## src/logic/stream_pkg.sv

```systemverilog
package stream_pkg;

    localparam int CH_W     = 2;
    localparam int QCOUNT_W = 16;

    typedef logic [CH_W-1:0] ch_idx_t;

    typedef struct packed {
        logic [7:0] data;
        ch_idx_t    channel;
    } stream_beat_t;

    typedef struct packed {
        logic [QCOUNT_W-1:0] count;  // bytes held
    } queue_status_t;

    function automatic logic ch_in_range(input ch_idx_t ch, input int num);
        return int'(ch) < num;
    endfunction

    function automatic ch_idx_t next_channel(input ch_idx_t ch, input int num);
        return (int'(ch) >= num - 1) ? '0 : ch + 1'b1;  // wraps at num
    endfunction

endpackage

```

## src/logic/eth_pkg.sv

```systemverilog
package eth_pkg;

    // frame section lengths in bytes
    localparam int PREAMBLE_BYTES = 7;
    localparam int SFD_BYTES      = 1;
    localparam int HEADER_BYTES   = 42;
    localparam int FCS_BYTES      = 4;
    localparam int GAP_BYTES      = 12;

    localparam int MAC_HDR_BYTES  = 14;
    localparam int IPV4_HDR_BYTES = 20;
    localparam int UDP_HDR_BYTES  = 8;

    localparam logic [7:0] PREAMBLE_VAL = 8'h55;
    localparam logic [7:0] SFD_VAL      = 8'hD5;

    localparam logic [15:0] ETHERTYPE_IPV4 = 16'h0800;
    localparam logic [7:0]  IPV4_VER_IHL   = 8'h45;  // v4, 5 words
    localparam logic [15:0] IPV4_FLAGS     = 16'h4000;  // don't fragment
    localparam logic [7:0]  IPV4_TTL       = 8'd64;
    localparam logic [7:0]  IPV4_PROTO_UDP = 8'd17;

    // first field is the first byte on the wire
    typedef struct packed {
        logic [47:0] dst_mac;
        logic [47:0] src_mac;
        logic [15:0] ethertype;
        logic [7:0]  ip_ver_ihl;
        logic [7:0]  ip_tos;
        logic [15:0] ip_total_len;
        logic [15:0] ip_id;
        logic [15:0] ip_flags_frag;
        logic [7:0]  ip_ttl;
        logic [7:0]  ip_proto;
        logic [15:0] ip_checksum;
        logic [31:0] src_ip;
        logic [31:0] dst_ip;
        logic [15:0] udp_src_port;
        logic [15:0] udp_dst_port;
        logic [15:0] udp_len;
        logic [15:0] udp_checksum;
    } eth_header_t;

    typedef union packed {
        eth_header_t                  fields;
        logic [HEADER_BYTES-1:0][7:0] bytes;  // bytes[HEADER_BYTES-1] goes out first
    } eth_header_u;

endpackage
```

## src/logic/frame_tx.sv

```systemverilog
`timescale 1ns/1ps

module frame_tx
    import eth_pkg::*, stream_pkg::*;
#(
    parameter int NUM_CHANNELS = 4
) (
    input  logic                    clk_i,
    input  logic                    rst_i,
    input  logic [15:0]             payload_bytes_i,

    input  queue_status_t           status_i [NUM_CHANNELS],
    input  logic [NUM_CHANNELS-1:0] rd_valid_i,
    input  logic [7:0]              rd_data_i [NUM_CHANNELS],
    output logic [NUM_CHANNELS-1:0] rd_ready_o,

    output ch_idx_t                 hdr_channel_o,
    output logic                    hdr_load_o,
    input  eth_header_u             header_i,

    output logic                    tx_en_o,
    output logic [7:0]              tx_d_o
);

    typedef enum logic [2:0] {
        IDLE, LOAD, PREAMBLE, SFD, HEADER, DATA, FCS, GAP
    } state_t;

    state_t                       state, state_next;
    logic [15:0]                  state_cnt;
    ch_idx_t                      sel_ch;  // served channel, also the rr pointer
    ch_idx_t                      scan_ch;
    ch_idx_t                      pick_ch;
    logic                         pick_found;
    logic [HEADER_BYTES-1:0][7:0] hdr_buf;
    logic [FCS_BYTES*8-1:0]       fcs_buf;
    logic [FCS_BYTES*8-1:0]       fcs_word;
    logic [31:0]                  crc;
    logic [7:0]                   tx_data;
    logic                         tx_valid;
    logic                         crc_en;

    // first eligible queue after the last one served
    always_comb begin
        pick_found = 1'b0;
        pick_ch    = sel_ch;
        scan_ch    = sel_ch;
        for (int k = 0; k < NUM_CHANNELS; k++) begin
            scan_ch = next_channel(scan_ch, NUM_CHANNELS);
            if (!pick_found && status_i[scan_ch].count >= payload_bytes_i) begin
                pick_found = 1'b1;
                pick_ch    = scan_ch;
            end
        end
    end

    always_comb begin
        state_next = state;
        case (state)
            IDLE:     if (pick_found) state_next = LOAD;
            LOAD:     state_next = PREAMBLE;
            PREAMBLE: if (state_cnt == PREAMBLE_BYTES - 1) state_next = SFD;
            SFD:      if (state_cnt == SFD_BYTES - 1) state_next = HEADER;
            HEADER:   if (state_cnt == HEADER_BYTES - 1) state_next = DATA;
            DATA:     if (state_cnt == payload_bytes_i - 16'd1) state_next = FCS;
            FCS:      if (state_cnt == FCS_BYTES - 1) state_next = GAP;
            GAP:      if (state_cnt == GAP_BYTES - 1) state_next = IDLE;
            default:  state_next = IDLE;
        endcase
    end

    always_ff @(posedge clk_i) begin
        if (rst_i) begin
            state     <= IDLE;
            state_cnt <= '0;
            sel_ch    <= CH_W'(NUM_CHANNELS - 1);  // first scan starts at 0
        end else begin
            state     <= state_next;
            state_cnt <= (state_next != state) ? '0 : state_cnt + 16'd1;
            if (state == IDLE && pick_found) begin
                sel_ch <= pick_ch;
            end
        end
    end

    assign hdr_load_o    = (state == LOAD);
    assign hdr_channel_o = sel_ch;

    // crc register is complete one cycle after the last payload byte
    assign fcs_word = (state_cnt == '0) ? crc : fcs_buf;

    always_comb begin
        tx_valid = 1'b0;
        tx_data  = 8'h00;
        crc_en   = 1'b0;
        case (state)
            PREAMBLE: begin
                tx_valid = 1'b1;
                tx_data  = PREAMBLE_VAL;
            end
            SFD: begin
                tx_valid = 1'b1;
                tx_data  = SFD_VAL;
            end
            HEADER: begin
                tx_valid = 1'b1;
                tx_data  = hdr_buf[HEADER_BYTES-1];
                crc_en   = 1'b1;
            end
            DATA: begin
                tx_valid = rd_valid_i[sel_ch];
                tx_data  = rd_data_i[sel_ch];
                crc_en   = 1'b1;
            end
            FCS: begin
                tx_valid = 1'b1;
                tx_data  = fcs_word[7:0];  // lsb first
            end
            default: begin
                tx_valid = 1'b0;
            end
        endcase
    end

    always_comb begin
        for (int i = 0; i < NUM_CHANNELS; i++) begin
            rd_ready_o[i] = (state == DATA) && (sel_ch == CH_W'(i));
        end
    end

    always_ff @(posedge clk_i) begin
        if (state == SFD) begin
            hdr_buf <= header_i.bytes;
        end else if (state == HEADER) begin
            hdr_buf <= {hdr_buf[HEADER_BYTES-2:0], 8'h00};
        end
        if (state == FCS) begin
            fcs_buf <= fcs_word >> 8;
        end
        tx_d_o <= tx_data;
    end

    always_ff @(posedge clk_i) begin
        if (rst_i) begin
            tx_en_o <= 1'b0;
        end else begin
            tx_en_o <= tx_valid;
        end
    end

    crc32_gen i_crc (
        .clk_i  (clk_i),
        .clear_i(state == IDLE),
        .en_i   (crc_en),
        .data_i (tx_data),
        .crc_o  (crc)
    );

endmodule

```

## src/logic/crc32_gen.sv

```systemverilog
`timescale 1ns/1ps

module crc32_gen (
    input  logic        clk_i,
    input  logic        clear_i,
    input  logic        en_i,
    input  logic [7:0]  data_i,
    output logic [31:0] crc_o
);

    localparam logic [31:0] POLY = 32'hEDB88320;  // reflected 0x04C11DB7

    logic [31:0] crc_q;

    // one byte, lsb first
    function automatic logic [31:0] crc_step(input logic [31:0] crc, input logic [7:0] data);
        logic [31:0] r;
        r = crc ^ {24'h0, data};
        for (int b = 0; b < 8; b++) begin
            r = r[0] ? ((r >> 1) ^ POLY) : (r >> 1);
        end
        return r;
    endfunction

    always_ff @(posedge clk_i) begin
        if (clear_i) begin
            crc_q <= '1;
        end else if (en_i) begin
            crc_q <= crc_step(crc_q, data_i);
        end
    end

    assign crc_o = ~crc_q;

endmodule

```

## config.mk

```make
export PLATFORM = sky130hd
export DESIGN_NAME = frame_tx
export DESIGN_NICKNAME = d
export VERILOG_FILES = /design/src/logic/stream_pkg.sv /design/src/logic/eth_pkg.sv /design/src/logic/frame_tx.sv /design/src/logic/crc32_gen.sv
export SDC_FILE = /design/constraint.sdc
export NUM_CORES = 1
export LEC_CHECK = 0
export BUFFER_PORTS_ARGS = -buffer_cell sky130_fd_sc_hd__buf_2
export CAP_MARGIN = 10
export CORE_MARGIN = 8
export CORE_UTILIZATION = 33
export DETAILED_ROUTE_END_ITERATION = 7
export PLACE_DENSITY = 0.53
export SETUP_SLACK_MARGIN = 0.15
export SYNTH_ARGS = -nofsm -noshare
export SYNTH_HDL_FRONTEND = slang
export SYNTH_SLANG_ARGS = --single-unit
```

## constraint.sdc

```tcl
create_clock -name clk_i -period 35.4 [get_ports clk_i]
set_input_delay 3.54 -clock clk_i [delete_from_list [all_inputs] [get_ports clk_i]]
set_output_delay 3.54 -clock clk_i [all_outputs]
set_load 0.03 [all_outputs]
```

# == After elaboration in Yosys (flattened, before gate mapping) ==
# Index checks and enable logic that the tools add are counted.
# Widths: inputs -> output; s select.
# classes
add_sub_neg,6
n_bitwise,15
n_reduce_logical,20
muxes,51
n_eq_ne,16
magnitude_cmp,14
# ops
operator,count
$mux 336,2
$mux 32,8
$bmux 16 s2,4
$mux 16,8
$not 13->14,8
$ge 16x16->1,4
$pmux 8 s5,1
$not 32->32,1
$xor 32x8->32,1
$mux 24,1
$pmux 3 s8,1
$mux 3,7
$add 16x1->16 const B,1
$bmux 8 s2,1
$eq 16x16->1,1
$eq 16x2->1 const B,1
$eq 16x3->1 const B,1
$eq 16x4->1 const B,1
$eq 16x6->1 const B,1
$logic_not 16->1,1
$mux 2,8
$mux 8,2
$sub 16x1->16 const B,1
$ge 3x3->1 const B,5
other kinds (22),52
# word_totals
out_inout_bits,16
inputBits,454
regBits,422
wordCells,172

# == Logic depth before layout (Yosys ltp) ==
# depth
word_depth,22
mapped_depth,17
mapped_depth_nobuf,13

# == Modules after synthesis ==
# A second synthesis with hierarchy kept.
# hier_totals
hier_cells,2280
area_unflattened_um2,22671.7
# by_module_without_submodules
mod,instances,area_each_um2,cells_per_inst,seq_area_each_um2
frame_tx,1,20524.7,2074,11410.9
crc32_gen,1,2147.1,206,640.6

# == Worst setup path after synthesis ==
# Ideal clock, no wire load.
# synth_timing
path_type,reg2reg
start,register state[2]
end,"register hdr_buf[0] (netlist bit), enable pin"
t_arrival_ps,24654
n_path_buf,3
t_required_ps,33901
path_stages_with_launch,6
path_slack_ps,9247
setup_ps,1499
synth_period_minus_slack_ps,26153
cell_sequence,dfxtp_1 > clkbuf_1 > nand2_1 > clkbuf_1 > clkbuf_1 > o21ai_0
# synth_via
elab_chain_cells,2
word_cells_on_any_way,3
classes_between,eq/ne (2); reduce/logical (1)
# synth_rtl
item,line,text
"start, declared",frame_tx.sv:29,"state_t state, state_next;"
"start signal, assigned",frame_tx.sv:78,state <= state_next;
$eq 3x2->1 or $eq 3x3->1 (tied branches),"frame_tx.sv:132, frame_tx.sv:134",
$reduce_bool 2->1 (no line) *,--,
"end signal, assigned",frame_tx.sv:133,hdr_buf <= header_i.bytes;
"end signal, assigned",frame_tx.sv:135,"hdr_buf <= {hdr_buf[HEADER_BYTES-2:0], 8'h00};"
"end, declared",frame_tx.sv:35,logic [HEADER_BYTES-1:0][7:0] hdr_buf;
# Mark *: on every way between the ends. The rest lies on a longest branch, timed or not.
# A chain may end at the register's enable or synchronous reset.

# == Worst setup path after layout ==
# layout_timing
start,input payload_bytes_i[1]
end,register state_cnt[11]
# layout_via
elab_chain_cells,15
word_cells_on_any_way,21
classes_between,add/sub (1); order compare (4); eq/ne (2); mux (7); reduce/logical (7)
# layout_rtl
item,line,text
"start, declared",frame_tx.sv:10,"input logic [15:0] payload_bytes_i,"
$ge 16x16->1,frame_tx.sv:50,if (!pick_found && status_i[scan_ch].count >= payload_bytes_i) begin
$mux 1,frame_tx.sv:50,
$logic_not 1->1,frame_tx.sv:50,
$logic_and 1x1->1,frame_tx.sv:50,
$mux 1,frame_tx.sv:50,
$logic_not 1->1,frame_tx.sv:50,
$logic_and 1x1->1,frame_tx.sv:50,
$mux 1,frame_tx.sv:50,
$logic_not 1->1,frame_tx.sv:50,
$logic_and 1x1->1,frame_tx.sv:50,
$mux 1,frame_tx.sv:50,
$mux 3,frame_tx.sv:60,IDLE: if (pick_found) state_next = LOAD;
$pmux 3 s8 *,frame_tx.sv:59,case (state)
$ne 3x3->1 *,frame_tx.sv:79,state_cnt <= (state_next != state) ? '0 : state_cnt + 16'd1;
$reduce_or 2->1 (no line) *,--,
"end signal, assigned",frame_tx.sv:79,
"end, declared",frame_tx.sv:30,logic [15:0] state_cnt;
# Marks and branches as above.

==> results_dict.tcl <==
set metrics [dict create \
    dp_hpwl_mm 51.7 \
    cts_tree "yes" \
    crit_chain "buf_2 -> inv_1 -> ha_1 -> nor3b_1 -> and3_1 -> and2_1 -> o311ai_0 -> a2111oi_0 -> a21oi_1 -> o221ai_1 -> buf_4 -> nor3_1" \
    finalClockSkew_ns 0.0197 \
    yosysWarnings 0 \
    synth_top_area_frac 0.488 \
    final.fill_count 6363 \
    worstMarginPinSlew_ns 1.32 \
    critPathSlowestCell "a2111oi_0" \
    clk_pin_slew_ns 0.06 \
    status "finished clean" \
    synth-edff-count 360 \
    grt_pass1_vias 15591 \
    maxSlewViolCount 0 \
    htreeDepth 2 \
    post_cts_buffers 0 \
    worstPathMaxFanout 13 \
    firstDrtPassIters 5 \
    grt-ovfl-total 0 \
    place_congestion 0.845 \
    timing.rr.start "hdr_channel_o[1]" \
    end_kind "register" \
    cts-buffers-inserted 46 \
    regToRegEndpoint "state_cnt[7]" \
    dieArea_sq_um 75700 \
    cts_resized 0 \
    synth_seq_area_share 0.544 \
    clock_path_buffers 3 \
    coreArea_sq_um 66800 \
    post-route-util 0.404 \
    cellLeakagePower_nw 10.4 \
    ys_top_cells_by_count "edfxtp_1 (360), mux2_2 (334), mux2i_1 (131)" \
    cts_sinks 422 \
    synth_flop_cell "edfxtp_1" \
    synth.most_common_cell "edfxtp_1" \
    insertion_delay_ns 0.57 \
    first_iter_violations 1070 \
    via_count 14902 \
    yosys.area_share.simple 0.0514 \
    syn_area_per_cell_sq_um 13.7 \
    ioPinCount 470 \
    ys_seq_elements 422 \
    grt_max_degree 192 \
    cp-start-kind "primary input" \
    async_reset_ff_frac 0 \
    die_w_microns 275 \
    clockRootBuffer "clkbuf_16" \
    die_h_microns 275 \
    grtUsageTotal 0.173 \
    final.min_clock_period_ns 6.68 \
    routedWlPerCell_microns 22.9 \
    synth_fa_ha_area_frac 0.0412 \
    syn_inst 1613 \
    holdBufCountCts 0 \
    io_buffers 469 \
    relSlewSlack 0.121 \
    arrival_ns 7.11 \
    cpPeakStageDelay_ns 0.91 \
    synth-xor-area-share 0.0380 \
    rows 95 \
    synthesis.nets 2140 \
    ant_nets 0 \
    routed_wl_mm 68.8 \
    synth.top_cells.by_area "edfxtp_1 (49%), mux2_2 (17%), mux2i_1 (5.9%)" \
    ff2ff_path_depth 14 \
    hold_path_class "register to register" \
    critical_path_class "primary input to register" \
    grt_pass1_wl_mm 98.1 \
    ir_drop_mv 0.0498 \
    min_period_over_period 0.189 \
    setup_violations 0 \
    start_util 0.332 \
    ys_types 73 \
    cp-endpoint "state_cnt[11]" \
    power_density_nw_per_um2 68.7 \
    hold_viol_final 0 \
    drive_above_1_share 0.439 \
    rrSetupSlack_ns 30.08 \
    worstPathRequired_ns 35.83 \
    antenna_found_initial 62 \
    tns_ns 0 \
    synth_compound_area_frac 0.0651 \
    nets 2585 \
    syn_area_sq_um 22100 \
    area_growth_pct 21.8 \
    startpoint "payload_bytes_i[1]" \
    drc_errors 0 \
    drt-vias-per-instance 4.97 \
    muxShareOfSynthArea 0.238 \
    cap_viol_max_count 0 \
    fmax_ghz 0.150 \
    synth_top_area_cell "edfxtp_1" \
    rsz0062_at_grt "false" \
    synth_top_family_by_area "multiplexers" \
    placed_cells 2882 \
    fin_cells 2997 \
]
power by group:
group          total (mW)  internal (mW)  leakage, nW  switching [mW]
registers           0.709          0.674         3.78          0.0350
logic               0.676          0.301         5.92           0.374
clock network       0.467          0.265        0.721           0.203
total                1.85           1.24         10.4           0.612
worst min path at each step:
stage	startpoint	to	slack, ns	cells past startpoint
2_1_floorplan	i_crc.crc_q[26]	i_crc.crc_q[26]	0.47	2
3_3_place_gp	i_crc.crc_q[26]	i_crc.crc_q[26]	0.49	2
3_5_place_dp	i_crc.crc_q[26]	i_crc.crc_q[26]	0.50	2
4_1_cts	i_crc.crc_q[26]	i_crc.crc_q[26]	0.51	2
5_1_grt	i_crc.crc_q[14]	i_crc.crc_q[14]	0.53	2
6_report	i_crc.crc_q[26]	i_crc.crc_q[26]	0.50	2
layout by cell type (no fill, tap or decap), drive strengths merged, types with 7 or more instances in the layout:
| master | instances |
|---|---|
| inv | 37 |
| o21a | 7 |
| clkbuf | 57 |
| xnor2 | 48 |
| dfxtp | 62 |
| xor2 | 41 |
| nand2 | 52 |
| o311ai | 7 |
| clkinv | 21 |
| nor2b | 8 |
| nand3b | 7 |
| nand4 | 14 |
| o211ai | 23 |
| a2bb2oi | 7 |
| ha | 73 |
| mux2i | 131 |
| a21oi | 39 |
| a21o | 28 |
| buf | 488 |
| diode | 30 |
| and3 | 23 |
| nor4 | 7 |
| edfxtp | 360 |
| o21ai | 51 |
| mux2 | 335 |
| nor3 | 27 |
| mux4 | 8 |
| nor2 | 36 |
| nand3 | 22 |
worst max-delay path: cells and delay by family:
family / cells / cell delay [ns]
compound gates: 4 / 1.65
fa+ha+maj: 1 / 0.30
buf+inv: 3 / 0.59
simple gates: 4 / 1.01
per-stage QoR:
| stage | cell area [sq um] | setup slack (ns) | hold slack [ns] | total power [mW] |
|---|---|---|---|---|
| after floorplan | 22100 | 9.25 | 0.465 | 1.30 |
| after global placement | 25400 | 27.87 | 0.491 | 1.39 |
| after detailed placement | 25400 | 27.74 | 0.499 | 1.40 |
| after CTS | 26900 | 28.35 | 0.506 | 1.88 |
| after global routing | 26900 | 28.49 | 0.528 | 1.96 |
| final | 27000 | 28.72 | 0.505 | 1.85 |
flip-flops by register name, summed over array words and instances, names as in the netlist:
signal,cells
state,3
fcs_buf,24
hdr_channel_o,2
tx_d_o,8
i_crc.crc_q,32
tx_en_o,1
hdr_buf,336
state_cnt,16
per-layer routing:
layer | wire length, microns | global-route usage
met5 | 349 | 0
met3 | 6430 | 0.0700
met1 | 27700 | 0.202
met2 | 32900 | 0.291
met4 | 1400 | 0.0478
kinds of logic after synthesis:
kind of cell    Yosys count
buf+inv                 126
simple gates            219
flops                   422
mux                     474
xor+xnor                 91
compound gates          208
fa+ha+maj                73
area by class of cell:
type	count	area (sq um)	area share
Multi-Input combinational cell	1065	9650	0.358
Clock inverter	27	210	0.00779
Tap cell	873	1090	0.0405
Inverter	35	131	0.00487
Sequential cell	422	12100	0.447
Clock buffer	57	1240	0.0461
Antenna cell	30	75.1	0.00278
Timing Repair Buffer	488	2510	0.0932
(Power assumes the default switching activity.)
